[src/ps2_pkg.sv]
package ps2_pkg;

    ////////////////////////////////////////
    // ps2 frame format
    ////////////////////////////////////////

    localparam int PS2_FRAME_BITS = 11;             // start + 8 data + parity + stop

    // scan code set 2 prefix bytes
    localparam logic [7:0] PS2_EXT_PREFIX = 8'hE0;  // extended key follows
    localparam logic [7:0] PS2_BRK_PREFIX = 8'hF0;  // key release follows

    ////////////////////////////////////////
    // key event fifo sizing
    ////////////////////////////////////////

    localparam int EVT_FIFO_DEPTH = 8;              // events held for the cpu
    localparam int EVT_FIFO_AW    = 3;              // slot index bits, ptrs add a wrap bit

    ////////////////////////////////////////
    // scan decoder prefix tracking
    ////////////////////////////////////////

    // one state per prefix combination seen so far
    typedef enum logic [1:0] {
        st_base    = 2'd0,                          // no prefix pending
        st_ext     = 2'd1,                          // E0 seen
        st_brk     = 2'd2,                          // F0 seen
        st_ext_brk = 2'd3                           // E0 then F0 seen
    } scan_state_t;

endpackage

[src/ps2_frame_rx.sv]
`timescale 1ns/1ps

module ps2_frame_rx (
    input  logic       clk,
    input  logic       rst_n,                       // sync, active low
    input  logic       ps2_clk,                     // async keyboard clock
    input  logic       ps2_data,                    // async keyboard data
    output logic       byte_valid,                  // one-cycle good byte strobe
    output logic [7:0] byte_data,                   // scan byte, valid with strobe
    output logic       frame_err                    // one-cycle bad frame strobe
);

    ////////////////////////////////////////
    // line synchronizers and edge detect
    ////////////////////////////////////////

    logic [2:0] clk_sync;                           // [1:0] sync pair, [2] last synced
    logic [1:0] data_sync;                          // same depth as clock path
    logic       ps2_fall;                           // keyboard clock fell

    always_ff @(posedge clk) begin
        if (!rst_n) begin
            clk_sync  <= 3'b111;                    // idle high, no false edge
            data_sync <= 2'b11;
        end else begin
            clk_sync  <= {clk_sync[1:0], ps2_clk};
            data_sync <= {data_sync[0], ps2_data};
        end
    end

    assign ps2_fall = clk_sync[2] & ~clk_sync[1];   // older 1, newer 0

    ////////////////////////////////////////
    // bit collection and frame checks
    ////////////////////////////////////////

    logic [3:0]                          bit_cnt;   // bits taken this frame
    logic [ps2_pkg::PS2_FRAME_BITS-2:0] shreg;     // start, data, parity
    logic                                last_bit;  // this edge carries the stop bit
    logic                                frame_ok;

    assign last_bit = (bit_cnt == 4'(ps2_pkg::PS2_FRAME_BITS - 1));

    // stop bit is still on the synced line when checked
    assign frame_ok = (shreg[0] == 1'b0)            // start low
                    && data_sync[1]                 // stop high
                    && (^shreg[9:1]);               // odd parity over data + parity

    always_ff @(posedge clk) begin
        if (!rst_n) begin
            bit_cnt    <= 4'd0;
            byte_valid <= 1'b0;
            frame_err  <= 1'b0;
        end else begin
            byte_valid <= 1'b0;                     // strobes last one cycle
            frame_err  <= 1'b0;
            if (ps2_fall) begin
                if (last_bit) begin
                    byte_valid <= frame_ok;
                    frame_err  <= ~frame_ok;
                    bit_cnt    <= 4'd0;             // ready for next frame
                end else begin
                    bit_cnt <= bit_cnt + 4'd1;
                end
            end
        end
    end

    // lsb first, so the start bit ends up in shreg[0]
    always_ff @(posedge clk) begin
        if (ps2_fall && !last_bit)
            shreg <= {data_sync[1], shreg[ps2_pkg::PS2_FRAME_BITS-2:1]};
        if (ps2_fall && last_bit)
            byte_data <= shreg[8:1];                // data bits only
    end

    // a frame ends in exactly one outcome
    a_one_outcome : assert property (@(posedge clk) disable iff (!rst_n)
        !(byte_valid && frame_err));

endmodule

[src/ps2_scan_decoder.sv]
`timescale 1ns/1ps

module ps2_scan_decoder (
    input  logic       clk,
    input  logic       rst_n,                       // sync, active low
    input  logic       byte_valid,                  // good scan byte strobe
    input  logic [7:0] byte_data,                   // scan byte
    output logic       evt_valid,                   // one-cycle key event strobe
    output logic [7:0] evt_code,                    // base scan code
    output logic       evt_ext,                     // E0 preceded the code
    output logic       evt_release                  // F0 preceded the code
);

    ////////////////////////////////////////
    // prefix classification
    ////////////////////////////////////////

    ps2_pkg::scan_state_t state;                    // prefixes collected so far
    logic                 is_ext;                   // byte is E0
    logic                 is_brk;                   // byte is F0
    logic                 is_code;                  // byte ends a key sequence

    assign is_ext  = (byte_data == ps2_pkg::PS2_EXT_PREFIX);
    assign is_brk  = (byte_data == ps2_pkg::PS2_BRK_PREFIX);
    assign is_code = byte_valid && !is_ext && !is_brk;

    ////////////////////////////////////////
    // prefix fsm
    ////////////////////////////////////////

    always_ff @(posedge clk) begin
        if (!rst_n) begin
            state     <= ps2_pkg::st_base;
            evt_valid <= 1'b0;
        end else begin
            evt_valid <= is_code;                   // one cycle after byte strobe
            if (byte_valid) begin
                if (is_ext) begin
                    if (state != ps2_pkg::st_ext_brk)
                        state <= ps2_pkg::st_ext;   // E0 F0 E0 keeps both flags
                end else if (is_brk) begin
                    case (state)
                        ps2_pkg::st_base: state <= ps2_pkg::st_brk;
                        ps2_pkg::st_ext:  state <= ps2_pkg::st_ext_brk;
                        default:          state <= state; // release already noted
                    endcase
                end else begin
                    state <= ps2_pkg::st_base;      // sequence complete
                end
            end
        end
    end

    // event payload, latched only for real codes
    always_ff @(posedge clk) begin
        if (is_code) begin
            evt_code    <= byte_data;
            evt_ext     <= (state == ps2_pkg::st_ext) || (state == ps2_pkg::st_ext_brk);
            evt_release <= (state == ps2_pkg::st_brk) || (state == ps2_pkg::st_ext_brk);
        end
    end

    // prefixes fold into flags and never leave as codes
    a_no_prefix_evt : assert property (@(posedge clk) disable iff (!rst_n)
        evt_valid |-> (evt_code != ps2_pkg::PS2_EXT_PREFIX)
                   && (evt_code != ps2_pkg::PS2_BRK_PREFIX));

endmodule

[src/ps2_event_fifo.sv]
`timescale 1ns/1ps

module ps2_event_fifo (
    input  logic       clk,
    input  logic       rst_n,                       // sync, active low
    input  logic       evt_valid,                   // write strobe from decoder
    input  logic [7:0] evt_code,
    input  logic       evt_ext,
    input  logic       evt_release,
    input  logic       rdn,                         // cpu read, active low level
    output logic [7:0] key_code,                    // head entry code
    output logic       key_ext,                     // head entry extended flag
    output logic       key_release,                 // head entry release flag
    output logic       ready,                       // fifo not empty
    output logic       overflow                     // sticky, event was lost
);

    ////////////////////////////////////////
    // storage and pointers
    ////////////////////////////////////////

    logic [9:0]                     mem [ps2_pkg::EVT_FIFO_DEPTH]; // {ext, rel, code}
    logic [ps2_pkg::EVT_FIFO_AW:0]  wr_ptr;         // msb is the wrap bit
    logic [ps2_pkg::EVT_FIFO_AW:0]  rd_ptr;
    logic [ps2_pkg::EVT_FIFO_AW:0]  fill;           // entries held
    logic                           full;
    logic                           wr_en;
    logic                           rd_en;

    assign fill  = wr_ptr - rd_ptr;
    assign full  = (wr_ptr[ps2_pkg::EVT_FIFO_AW] != rd_ptr[ps2_pkg::EVT_FIFO_AW])
                && (wr_ptr[ps2_pkg::EVT_FIFO_AW-1:0] == rd_ptr[ps2_pkg::EVT_FIFO_AW-1:0]);
    assign ready = (wr_ptr != rd_ptr);
    assign wr_en = evt_valid && !full;              // full drops the event
    assign rd_en = !rdn && ready;                   // cpu read on this edge

    ////////////////////////////////////////
    // pointer and flag update
    ////////////////////////////////////////

    always_ff @(posedge clk) begin
        if (!rst_n) begin
            wr_ptr   <= '0;
            rd_ptr   <= '0;
            overflow <= 1'b0;
        end else begin
            if (wr_en)
                wr_ptr <= wr_ptr + 1'b1;
            if (evt_valid && full)
                overflow <= 1'b1;                   // lost an event
            if (rd_en) begin
                rd_ptr   <= rd_ptr + 1'b1;
                overflow <= 1'b0;                   // read wins over a drop
            end
        end
    end

    always_ff @(posedge clk) begin
        if (wr_en)
            mem[wr_ptr[ps2_pkg::EVT_FIFO_AW-1:0]] <= {evt_ext, evt_release, evt_code};
    end

    // head shown straight from storage
    assign {key_ext, key_release, key_code} = mem[rd_ptr[ps2_pkg::EVT_FIFO_AW-1:0]];

    // pointers never drift more than one lap apart
    a_fill_bound : assert property (@(posedge clk) disable iff (!rst_n)
        fill <= (ps2_pkg::EVT_FIFO_AW+1)'(ps2_pkg::EVT_FIFO_DEPTH));

endmodule

[src/ps2_kbd.sv]
`timescale 1ns/1ps

module ps2_kbd (
    input  logic       clk,
    input  logic       rst_n,                       // sync, active low
    input  logic       ps2_clk,                     // keyboard clock pin
    input  logic       ps2_data,                    // keyboard data pin
    input  logic       rdn,                         // cpu read, active low
    output logic [7:0] key_code,                    // head scan code
    output logic       key_ext,                     // head extended flag
    output logic       key_release,                 // head release flag
    output logic       ready,                       // event available
    output logic       overflow,                    // event lost since last read
    output logic       frame_err                    // bad frame strobe
);

    logic       byte_valid;                         // rx to decoder
    logic [7:0] byte_data;
    logic       evt_valid;                          // decoder to fifo
    logic [7:0] evt_code;
    logic       evt_ext;
    logic       evt_release;

    ////////////////////////////////////////
    // keyboard line receiver
    ////////////////////////////////////////

    ps2_frame_rx i_frame_rx (
        .clk        (clk),
        .rst_n      (rst_n),
        .ps2_clk    (ps2_clk),
        .ps2_data   (ps2_data),
        .byte_valid (byte_valid),
        .byte_data  (byte_data),
        .frame_err  (frame_err)
    );

    ps2_scan_decoder i_scan_decoder (
        .clk         (clk),
        .rst_n       (rst_n),
        .byte_valid  (byte_valid),
        .byte_data   (byte_data),
        .evt_valid   (evt_valid),
        .evt_code    (evt_code),
        .evt_ext     (evt_ext),
        .evt_release (evt_release)
    );

    ////////////////////////////////////////
    // cpu side event queue
    ////////////////////////////////////////

    ps2_event_fifo i_event_fifo (
        .clk         (clk),
        .rst_n       (rst_n),
        .evt_valid   (evt_valid),
        .evt_code    (evt_code),
        .evt_ext     (evt_ext),
        .evt_release (evt_release),
        .rdn         (rdn),
        .key_code    (key_code),
        .key_ext     (key_ext),
        .key_release (key_release),
        .ready       (ready),
        .overflow    (overflow)
    );

endmodule

[config.mk]
export PLATFORM = sky130hd
export DESIGN_NAME = ps2_kbd
export DESIGN_NICKNAME = d
export VERILOG_FILES = /design/src/ps2_pkg.sv /design/src/ps2_frame_rx.sv /design/src/ps2_scan_decoder.sv /design/src/ps2_event_fifo.sv /design/src/ps2_kbd.sv
export SDC_FILE = /design/constraint.sdc
export NUM_CORES = 1
export LEC_CHECK = 0
export BUFFER_PORTS_ARGS = -buffer_cell sky130_fd_sc_hd__buf_2
export CORE_MARGIN = 2
export CORE_UTILIZATION = 45
export DETAILED_ROUTE_END_ITERATION = 7
export GPL_ROUTABILITY_DRIVEN = 0
export SLEW_MARGIN = 25
export SYNTH_ARGS = -nofsm -noshare
export SYNTH_HDL_FRONTEND = slang
export SYNTH_HIERARCHICAL = 1
export SYNTH_SLANG_ARGS = --single-unit
[constraint.sdc]
create_clock -name clk -period 5.2 [get_ports clk]
set_input_delay 0.52 -clock clk [delete_from_list [all_inputs] [get_ports clk]]
set_output_delay 0.52 -clock clk [all_outputs]
set_load 0.01 [all_outputs]
Yosys cells after proc, flatten, opt, wreduce, memory -nomap -nowiden
Memory sizes are Yosys's and may differ from the RTL's. A register that Yosys moved wholly into a read port is not among the register bits.
Index checks and enable logic that the tools add are counted.
{"block": "op_classes", "addsub": 3, "mul": 0, "div_mod_pow": 0, "order_cmp": 0, "n_eq_ne": 12, "shift": 0, "mux": 9, "n_bitwise": 5, "n_reduce_logical": 22}
{"op": "$eq 8x8->1 const B", "n": 2}
{"op": "$add 4x1->4 const B", "n": 3}
{"op": "$logic_and 1x1->1", "n": 10}
{"op": "$reduce_xor 9->1", "n": 1}
{"op": "$mux 2", "n": 3}
{"op": "$mux 3", "n": 2}
{"op": "$reduce_and 3->1", "n": 2}
{"op": "$logic_not 1->1", "n": 5}
{"op": "$eq 2x2->1 const B", "n": 2}
{"op": "$eq 4x4->1 const B", "n": 1}
{"op": "$mux 4", "n": 1}
{"op": "$ne 2x2->1 const B", "n": 2}
{"op": "$ne 4x3->1 const B", "n": 1}
{"op": "$ne 4x4->1", "n": 1}
{"op": "$not 1->1", "n": 4}
{"op": "$pmux 2 s2", "n": 1}
{"op": "$eq 3x3->1", "n": 1}
{"op": "$eq 2x1->1 const B", "n": 1}
{"op": "$logic_not 2->1", "n": 1}
{"op": "$logic_or 1x1->1", "n": 2}
{"op": "$mux 1", "n": 2}
{"op": "$reduce_or 2->1", "n": 1}
{"op": "$and 1x1->1", "n": 1}
{"op": "$ne 1x1->1", "n": 1}
{"block": "word_totals", "regBits": 51, "latch_bits": 0, "mem_bits_rw": 80, "mem_bits_ro": 0, "inputBits": 5, "output_inout_bits": 13, "n_memories": 1}
{"name": "i_event_fifo.mem", "depth": 8, "word_bits": 10, "rd": 1, "rd_ports_with_merged_regs": 1, "write_ports": 1, "line": "ps2_event_fifo.sv:22", "text": "logic [9:0] mem [ps2_pkg::EVT_FIFO_DEPTH];"}

Longest topological paths before layout
Gate-level depths: netlist of the first run.
{"block": "logic_depth", "ltp_word": 6, "ltp_mapped": 4}

Modules after synthesis
The synthesis of the first run kept the hierarchy.
{"module": "ps2_event_fifo", "n_inst": 1, "cells_per_inst": 199, "area_each_um2": 3797.4}
{"module": "ps2_frame_rx", "n_inst": 1, "cells_per_inst": 68, "area_each_um2": 1048.5}
{"module": "ps2_scan_decoder", "n_inst": 1, "cells_per_inst": 27, "area_each_um2": 444.2}

Least setup slack after synthesis of the first run
No wires, ideal clock.
{"block": "synth_timing", "path_type": "register to register", "start": "reg i_event_fifo/wr_ptr[0] in the netlist's numbering", "end": "mem i_event_fifo.mem[2][0] (enable)", "setup_time_ps": 407, "t_arrival_ps": 2189, "path_slack_ps": 2604, "path_stages_with_launch": 5, "path_buffers": 1, "path_cell_list": "dfxtp_1 -> buf_2 -> xor2_1 -> nor4_2 -> nor4b_1"}
{"block": "synth_between", "elab_chain_len": 6}
{"element": "start: declaration", "line": "ps2_event_fifo.sv:23", "text": "logic [ps2_pkg::EVT_FIFO_AW:0] wr_ptr;"}
{"element": "start signal: assignment", "line": "ps2_event_fifo.sv:48", "text": "wr_ptr <= wr_ptr + 1'b1;"}
{"element": "$eq 3x3->1", "line": "ps2_event_fifo.sv:32", "text": "&& (wr_ptr[ps2_pkg::EVT_FIFO_AW-1:0] == rd_ptr[ps2_pkg::EVT_FIFO_AW-1:0]);"}
{"element": "$logic_and 1x1->1", "line": "ps2_event_fifo.sv:32"}
{"element": "$logic_not 1->1", "line": "ps2_event_fifo.sv:34", "text": "assign wr_en = evt_valid && !full;"}
{"element": "$logic_and 1x1->1", "line": "ps2_event_fifo.sv:34"}
{"element": "$mux 1", "line": "ps2_event_fifo.sv:59", "text": "if (wr_en)"}
{"element": "$mux 1 (implied by the code)", "line": "ps2_event_fifo.sv:60", "text": "mem[wr_ptr[ps2_pkg::EVT_FIFO_AW-1:0]] <= {evt_ext, evt_release, evt_code};"}
{"element": "end: declaration", "line": "ps2_event_fifo.sv:22"}
Several ways; a longest one is shown, not always the timed one.

Final worst setup path of the first run
{"block": "layout_timing", "start": "reg i_event_fifo/wr_ptr[1] in the netlist's numbering", "end": "mem i_event_fifo.mem[5][2] (enable)"}
The elaborated chain is that of the path after synthesis.

==> results.txt, run 1 <==
Die area: 12600 um^2
Initial antenna violation count: 0
Worst reg2reg path endpoint: i_event_fifo/mem[5][2]
Fin util: 54.3%
Req. time, crit path: 5.22 ns
Critical path data arrival time: 2.64 ns
Initial DRC Count: 128
RSZ-0062 raised after global routing: no
Inserted Diodes: 0
Via count: 2582
Main area contributors after synthesis: edfxtp_1 (61%), dfxtp_1 (9.8%), mux4_2 (8.5%)
Crit Path Category: flip-flop to flip-flop
Critical path startpoint: i_event_fifo/wr_ptr[1]
Outcome: finished clean
PortBufs: 17
Global route total overflow: 0
Total track usage: 15.0%
Layout cells sized above 1: 30.5%
Largest net degree at the start of global routing: 37
Die Wd: 112 um
Tcrit/Tclk final: 50.4%
Sequential Area: 3760 um^2
Worst hold path class: primary input to flip-flop
DRC Markers: 0
Vias in the first global route: 2694
Final max-slew violation count: 0
Max-cap viol count: 0
Cells after Synth: 294
CTS H-Tree Depth: 4
Wire length per cell: 17.9 um
Yosys top cell area share: 61.3%
Num ports: 18
1st-pass router iterations: 4
Std-Cell Core Area: 11500 um^2
Initial Util: 46.1%
CTS Sinks: 134
Row Count: 39
Crit path max fanout: 12
Clk buf depth: 2
Via density: 5.41
Final Non-Filler Cells: 477
Slowest-stage cell, CP: nor4b_4
Yosys warning count: 6
FMAX: 381 MHz
CP Cell Sequence: xor2_1 -> nor4_4 -> nor4b_4
Routed WL: 8540 um
Post-synth EDFFs: 108
Multi-input logic area: 1560 um^2
Reg2Reg Depth: 3
Post-synth cell types: 50
Relative slew margins: 45.7%
Top FF cell, synth: edfxtp_1
Root buffer cell: clkbuf_16
Synth cell count leaders: edfxtp_1 (108), dfxtp_1 (26), mux4_2 (20), nand2_1 (14), nand2b_1 (14)
Critical Path Max Stage Delay: 0.76 ns
Clk Latency, worst-skew pair: 0.40 ns
Worst-case vdd ir drop: 268 uV
Skew final: 0.00979 ns
Crit path capture type: flip-flop
Setup bufs post-CTS: 0
Synth Register Bits: 134
Largest area contributor in the netlist: edfxtp_1
Reg2reg start: i_event_fifo/wr_ptr[1]
CTS tree: yes
Resized Gates After CTS: 0
Setup_tns: 0 ns
TritonCTS buffer count: 17
Avg Inst Size Synth: 18.0 um^2
Final hold vios: 0
Hold-fix buffers, CTS: 0
Startpoint types: flip-flop
Placed Cells incl. Taps: 445
Fill count: 892
Fraction of registers with async set/reset: 0%
Worst slew pin tran: 0.808 ns
Fin nets: 328
R2r setup slk: 2.58 ns
Die Y: 112 um
Area Overhead vs Synth: 17.8%
First-pass GRT wire length: 14300 um
Top-count cell post-synth: edfxtp_1
Cell Area, Synth: 5290 um^2
Seq/Total Area, Yosys: 71.1%
Reg clk slew, reported paths: 0.05 ns
Worst setup path end: i_event_fifo/mem[5][2]
Final HPWL DP: 5480 um
Leak Pwr: 1.95 nW
Synth Net Count: 301
# setup viols final: 0
Cell Pwr Density: 400 nW/um^2
Antenna Nets Post-Route: 0
Min Tclk post-route: 2.62 ns
[placed cells by master, fill, tap and decap left out, drive strengths merged, types with 2 or more instances in the layout]
master	instances
edfxtp	108
dfxtp	26
buf	21
mux4	20
clkbuf	20
nand2	14
nand2b	14
mux2	12
xnor2	8
mux2i	7
xor2	6
clkinvlp	5
o21ai	5
nor4	5
nand4	4
and2	4
nand3	4
nor2b	4
nor4b	4
nor2	4
clkinv	4
bufinv	3
nor3b	3
nor3	2
ha	2
inv	2
nand3b	2
a21boi	2
a21oi	2
o41ai	2
a41oi	2
or3b	2
[cell families (layout without fill, tap and decap cells)]
family	count (synthesis)	count (layout)	share of synthesized area (%)
xor gates and xnor gates	15	15	3.67
DFF	134	134	71.1
buffers and inverters	15	55	1.21
adders and majority gates	2	2	0.473
and+or+nand+nor	69	69	7.88
AOI/OAI and AO/OA	20	20	3.24
muxes	39	39	12.4
[layout make-up]
cell class / instances / area share, %
timing repair buffer: 21 / 1.85
inverter: 2 / 0.121
clock buffer: 20 / 7.17
clock inverter: 12 / 2.49
sequential: 134 / 60.4
multi-input combinational: 145 / 25.1
tap: 143 / 2.87
[worst max-delay path, delay by kind of cell, from the launching register on]
kind          cells  cell delay [ns]
flops             1             0.75
simple gates      2             0.96
xor+xnor          1             0.53
[where the power goes]
group | leakage (nW) | switching (W) | total, W | internal [W]
sequential | 1.13 | 0.0000125 | 0.00117 | 0.00115
combinational | 0.543 | 0.0000673 | 0.000136 | 0.0000683
clock | 0.278 | 0.000423 | 0.00119 | 0.000766
[per-stage QoR]
step	total power (W)	hold WS (ns)	cell area [um^2]	worst slack, ns
floorplan	0.00129	0.386	5290	2.60
global placement	0.00132	0.394	5570	2.57
detailed placement	0.00132	0.397	5590	2.31
CTS	0.00252	0.283	6190	2.29
global route	0.00259	0.281	6230	2.48
finish	0.00249	0.302	6230	2.58
[metal layers]
layer / track usage, % / vias up / wire length (um)
li1: - / 1215 / -
met1: 20.3 / 1337 / 4010
met2: 23.1 / 28 / 4290
met3: 4.54 / 2 / 191
met4: 5.37 / 0 / 40
met5: 0 / - / 0
[worst min path at each step]
stage | cells after the start | slack (ns) | start | end
global placement | 1 | 0.39 | i_frame_rx/data_sync[0] | i_frame_rx/data_sync[1]
finish | 2 | 0.30 | ps2_clk | i_frame_rx/clk_sync[0]
global route | 2 | 0.28 | ps2_clk | i_frame_rx/clk_sync[0]
detailed placement | 1 | 0.40 | i_frame_rx/data_sync[0] | i_frame_rx/data_sync[1]
floorplan | 1 | 0.39 | i_frame_rx/clk_sync[0] | i_frame_rx/clk_sync[1]
CTS | 2 | 0.28 | ps2_clk | i_frame_rx/clk_sync[0]
[state kept, by name, summed over array words and instances (netlist names), named ones only]
register / count
i_scan_decoder/evt_ext: 1
i_scan_decoder/evt_code: 8
i_scan_decoder/evt_release: 1
i_scan_decoder/state: 2
i_frame_rx/shreg: 10
i_event_fifo/mem: 80
i_event_fifo/wr_ptr: 4
i_frame_rx/bit_cnt: 4
i_frame_rx/data_sync: 2
i_frame_rx/clk_sync: 3
i_event_fifo/overflow: 1
i_frame_rx/byte_data: 8
i_frame_rx/frame_err: 1
i_frame_rx/byte_valid: 1
i_event_fifo/rd_ptr: 4
i_scan_decoder/evt_valid: 1
Power figures use the tool's default switching activity.
==> inputs of run 2 (changes only) <==
Clock period 5.2 ns to 2.15 ns, I/O delays scaled along.
==> run 2 against run 1 <==
  * Clock skew decreased by 0.00054 ns
  * Global-route usage increased by 1.3 points
  * Final area increased by 3.8%
  * Critical path type is now flip-flop to primary output
  * Largest cell class unchanged
  * Highest routed layer unchanged
==> results.txt, run 2 (synthesis results as in run 1) <==
Area Overhead vs Synth: 22.2%
Number of flip-flops under the largest register name: 80 (unchanged)
Vias in the first global route: 2674 (-0.74%)
Wire length per cell: 19.4 um (+8.4%)
Commonest cells after routing, fill and taps aside: edfxtp_1 (108), dfxtp_1 (25), mux4_2 (20)
Req. time, crit path: 1.93 ns (-3.29 ns)
CTS Sinks: 134 (unchanged)
Die Y: 112 um (unchanged)
Critical Path Max Stage Delay: 0.51 ns (-0.25 ns)
Final max-slew violation count: 0 (unchanged)
Crit path buf inv count: 2 (+2)
Routed WL: 9620 um (+13%)
Crit path max fanout: 5 (-7)
Leak Pwr: 2.11 nW (+8.6%)
Fin nets: 347 (+5.8%)
Crit path depth: 4 (+1)
Setup bufs post-CTS: 0 (unchanged)
Final hold vios: 0 (unchanged)
Worst-case vdd ir drop: 888 uV (+230%)
Initial Util: 46.1% (unchanged)
Clk buf depth: 2 (unchanged)
Slowest-stage cell, CP: mux4_2
Final worst slack: 0.0131 ns (-2.57 ns)
Final Power: 0.00623 W (+150%)
Worst slew pin tran: 0.819 ns (+0.0112 ns)
Worst Hold Depth: 3 (+1)
Crit Path Category: flip-flop to primary output
Critical path data arrival time: 1.92 ns (-0.72 ns)
Largest net degree at the start of global routing: 22 (-41%)
Via density: 5.43 (+0.23%)
Die area: 12600 um^2 (unchanged)
1st-pass router iterations: 4 (unchanged)
Max-cap viol count: 0 (unchanged)
Row Count: 39 (unchanged)
TritonCTS buffer count: 17 (unchanged)
Reg2Reg Depth: 4 (+1)
Relative slew margins: 44.9% (-0.80 points)
CTS tree: yes
Min Tclk post-route: 2.14 ns
# setup viols final: 0 (unchanged)
Std-Cell Core Area: 11500 um^2 (unchanged)
RSZ-0062 raised after global routing: yes
Startpoint types: flip-flop
DRC Markers: 0 (unchanged)
Outcome: finished clean
Final HPWL DP: 6040 um (+10%)
Final Cell Area: 6460 um^2 (+3.8%)
Root buffer cell: clkbuf_16
First-pass GRT wire length: 14900 um (+4.3%)
Place WS: 0.190 ns (-2.12 ns)
Crit path capture type: primary output
CP Cell Sequence: clkbuf_16 -> mux4_2 -> mux2_4 -> buf_6
Antenna Nets Post-Route: 0 (unchanged)
Skew final: 0.00925 ns (-0.000541 ns)
Inserted Diodes: 0 (unchanged)
Via count: 2691 (+4.2%)
Die Wd: 112 um (unchanged)
Num ports: 18 (unchanged)
Initial DRC Count: 149 (+16%)
Layout cells sized above 1: 32.9% (+2.3 points)
Total track usage: 16.2% (+1.3 points)
Reg clk slew, reported paths: 0.06 ns (about the same)
CP top delay family: multiplexers
Tcrit/Tclk final: 99.4%
CTS H-Tree Depth: 4 (unchanged)
Post-DP Area: 5690 um^2 (+1.8%)
Commonest non-fill, non-tap cell in the layout: edfxtp_1
Worst hold path class: primary input to flip-flop
FMAX: 468 MHz
PortBufs: 17 (unchanged)
Fill count: 900 (+0.90%)
Initial antenna violation count: 0 (unchanged)
Fin util: 56.4% (+2.0 points)
Global route total overflow: 0 (unchanged)
Cell Pwr Density: 963 nW/um^2 (+140%)
Clk Latency, worst-skew pair: 0.41 ns (about the same)
==> run 2: cell types whose count changed in the layout (fill, tap and decap cells not counted), sizes merged <==
cell,previous run,this run
clkinvlp,5,3
bufinv,3,4
dlygate4sd3,0,2
clkbuf,20,21
clkinv,4,5
buf,21,37
==> run 2: metal layers <==
metal	wire (um)	GRT usage [%]	share of wire (%)
met3	277	4.05	2.9
met1	4340	21.1	45
met4	60	7.32	0.62
met2	4950	26.0	51
met5	0	0	0
==> run 2: area by class of cell <==
type	instances	area, um^2	share of cell area (%)
clock buffer	20	437	6.76
clock inverter	12	179	2.77
inverter	2	7.51	0.116
multi-input combinational	145	1520	23.5
sequential	134	3770	58.3
tap	143	179	2.77
timing repair buffer	40	375	5.81
==> run 2: power breakdown <==
group,total (W),switching (W),internal [W]
Combinational,0.000414,0.000177,0.000237
Sequential,0.00282,0.0000329,0.00279
Clock,0.00299,0.00105,0.00194
==> run 2: stage by stage <==
stage / std cells / setup TNS [ns] / hold WS, ns
after floorplan: 294 / -23.19 / 0.288
after global placement: 460 / 0 / 0.396
after detailed placement: 460 / 0 / 0.399
after CTS: 495 / -0.178 / 0.101
after global routing: 496 / -0.242 / 0.119
final: 496 / 0 / 0.120
==> run 2: final timing paths <==
| kind | slack [ns] | to | from |
|---|---|---|---|
| max | 0.01 | key_code[2] | flip-flop |
| max reg2reg | 0.18 | i_event_fifo/mem[5][9] | i_event_fifo/rd_ptr[2] |
| min | 0.12 | i_event_fifo/overflow | rdn |
| min reg2reg | 0.41 | i_frame_rx/clk_sync[1] | i_frame_rx/clk_sync[0] |
==> run 2: worst register-to-register path: stages (launching register included) <==
cell     delay [ns]
dfxtp_1        0.45
xor2_2         0.17
nor4_2         0.77
nor4b_2        0.12
buf_4          0.22
==> run 2: what timing repair did <==
action	CTS	global route
gates cloned	1	1
endpoints found under the hold margin	2	0
hold buffers	2	0
setup endpoints to repair	10	10
gates resized for setup	10	8
==> inputs of run 3 (changes only) <==
Settings changed: CORE_MARGIN 2 to default, SETUP_SLACK_MARGIN from default to 0.15.
==> run 3 against run 2 <==
  * Highest routed layer unchanged
  * Critical path depth did not move
  * Wire length fell by 8.5%
  * Final cell count unchanged
  * Sequential power barely moved
  * Via count fell by 1.0%
  * Die area decreased by 3.5%
  * Core utilization rose by 0.56 points
  * Power rose by 0.48%
  * Worst hold slack better by 0.0078 ns
  * Combinational power rose by 3%
  * Clock-buffer cell count is 1 lower
  * Global-route usage shrank 0.48 points
==> results.txt, run 3 (synthesis results as in run 1) <==
Outcome: finished clean
Worst slew pin tran: 0.680 ns (-0.139 ns)
R2r setup slk: 0.30 ns (+0.12 ns)
Worst hold path class: primary input to flip-flop
Die Wd: 110 um (-1.8%)
Setup bufs post-CTS: 0 (unchanged)
Min Tclk post-route: 2.12 ns (-0.0186 ns)
Skew final: 0.00798 ns (-0.00127 ns)
Minimum hold slack: 0.127 ns (+0.00782 ns)
Leak Pwr: 2.12 nW (+0.44%)
CTS tree: yes
Clock power share: 48.0% (about the same)
Commonest non-fill, non-tap cell in the layout: edfxtp_1
Final max-slew violation count: 0 (unchanged)
Via count: 2664 (-1.0%)
Number of flip-flops under the largest register name: 80 (unchanged)
Area Overhead vs Synth: 22.9%
Switching power: 0.00125 W (-0.72%)
Reg2Reg Depth: 5 (+1)
Place WS: 0.267 ns (+0.0771 ns)
Worst-case vdd ir drop: 491 uV (-45%)
Critical path data arrival time: 1.90 ns (-0.02 ns)
PortBufs: 17 (unchanged)
1st-pass router iterations: 4 (unchanged)
Initial Util: 46.3% (+0.20 points)
First-pass GRT wire length: 14600 um (-1.8%)
Fill count: 873 (-3.0%)
Fin nets: 347 (unchanged)
Antenna Nets Post-Route: 0 (unchanged)
Cell Pwr Density: 962 nW/um^2 (about the same)
Tcrit/Tclk final: 98.5% (-0.87 points)
Int Pwr: 0.00501 W (+0.78%)
CTS H-Tree Depth: 4 (unchanged)
Die area: 12200 um^2 (-3.5%)
Sequential Area: 3770 um^2 (unchanged)
Multi-input logic area: 1560 um^2 (+2.8%)
Inserted Diodes: 0 (unchanged)
FMAX: 472 MHz (+0.88%)
Die Y: 110 um (-1.8%)
DRC Markers: 0 (unchanged)
Initial antenna violation count: 0 (unchanged)
Std-Cell Core Area: 11400 um^2 (-0.42%)
Global route total overflow: 0 (unchanged)
TritonCTS buffer count: 17 (unchanged)
Total track usage: 15.7% (-0.48 points)
Crit Path Category: flip-flop to primary output
Final worst slack: 0.0317 ns (+0.0186 ns)
Sw frac: 19.9% (-0.24 points)
Final hold vios: 0 (unchanged)
Logic pwr share: 6.8% (about the same)
Vias in the first global route: 2699 (+0.93%)
Via density: 5.37 (-1.0%)
Num ports: 18 (unchanged)
Reg2reg start: i_event_fifo/rd_ptr[1]
Final HPWL DP: 5540 um (-8.3%)
# setup viols final: 0 (unchanged)
Startpoint types: flip-flop
Row Count: 39 (unchanged)
Layout cells sized above 1: 33.7% (+0.85 points)
Req. time, crit path: 1.93 ns (about the same)
Seq pwr share: 45.2% (-0.2 points)
Crit path capture type: primary output
Root buffer cell: clkbuf_16
RSZ-0062 raised after global routing: yes
Clk Latency, worst-skew pair: 0.40 ns (about the same)
Hold EP: i_event_fifo/overflow
Worst hold start: rdn
Worst reg2reg path endpoint: i_event_fifo/mem[4][8]
Reg clk slew, reported paths: 0.06 ns (about the same)
Relative slew margins: 54.6% (+9.7 points)
Wire length per cell: 17.7 um (-8.5%)
Max-cap viol count: 0 (unchanged)
Clk buf depth: 2 (unchanged)
Commonest cells after routing, fill and taps aside: edfxtp_1 (108), dfxtp_1 (25), mux4_2 (20)
Crit path max fanout: 5 (unchanged)
Worst Hold Depth: 3 (unchanged)
CTS Sinks: 134 (unchanged)
Largest net degree at the start of global routing: 23 (+4.5%)
Initial DRC Count: 255 (+71%)
Routed WL: 8800 um (-8.5%)
run 3: cell types whose count changed in the layout (fill, tap and decap cells not counted), moves of 2 or more:
cell	change
buf_2	+2
buf_6	-2
clkbuf_1	-2
clkinv_1	+2
mux2_2	-3
mux2_4	+3
xor2_1	-2
xor2_2	+2
run 3: what timing repair did:
item	in CTS	in global routing
cloned	1	1
endpoints found under the setup margin	10	71
hold endpoints to repair	2	0
gates resized for setup	3	20
hold buffers	2	0
run 3: area by class of cell:
type	instances	share of cell area (%)
flip-flops and latches	134	58.0
multi-input cells	145	24.0
clock buffers	19	6.81
repair buffers	40	5.58
clock inverters	13	2.75
well taps	143	2.75
inverters	2	0.115
run 3: worst max-delay path by stage:
stage	cells past startpoint	endpoint	startpoint
final	4	key_code[1]	flip-flop
after global routing	4	key_ext	flip-flop
after CTS	4	key_code[4]	flip-flop
after detailed placement	4	i_event_fifo/mem[7][2]	i_event_fifo/rd_ptr[1]
after global placement	4	i_event_fifo/mem[5][2]	i_event_fifo/wr_ptr[2]
after floorplan	4	i_event_fifo/mem[6][0]	i_event_fifo/wr_ptr[0]
run 3: layer usage:
layer	vias up	track usage, %	share of wire [%]
li1	1254	-	-
met2	46	23.8	47
met5	-	0	0
met4	0	7.02	1.5
met3	14	4.06	2.9
met1	1350	21.6	49
run 3: power groups by stage:
stage	clock [W]	sequential (W)	combinational, W
2_1_floorplan	0	0.00286	0.000259
3_3_place_gp	0	0.00287	0.000345
3_5_place_dp	0	0.00287	0.000347
4_1_cts	0.00305	0.00282	0.000373
5_1_grt	0.00317	0.00283	0.000458
6_report	0.00300	0.00283	0.000428
run 3: through the flow:
stage | area, um^2 | utilization, % | setup TNS (ns) | instances | power [W]
after floorplan | 5330 | - | -0.408 | 294 | 0.00312
after global placement | 5690 | 49.8 | 0 | 460 | 0.00321
after detailed placement | 5690 | 49.8 | 0 | 460 | 0.00322
after CTS | 6360 | 55.7 | 0 | 495 | 0.00625
after global routing | 6500 | 56.9 | -0.0601 | 496 | 0.00645
final | 6500 | 56.9 | 0 | 496 | 0.00626
run 3: critical path, cell delays in order (launching register included):
cell and delay (ns):
dfxtp_4 0.41, clkbuf_16 0.17, mux4_2 0.52, mux2_4 0.29, buf_6 0.12
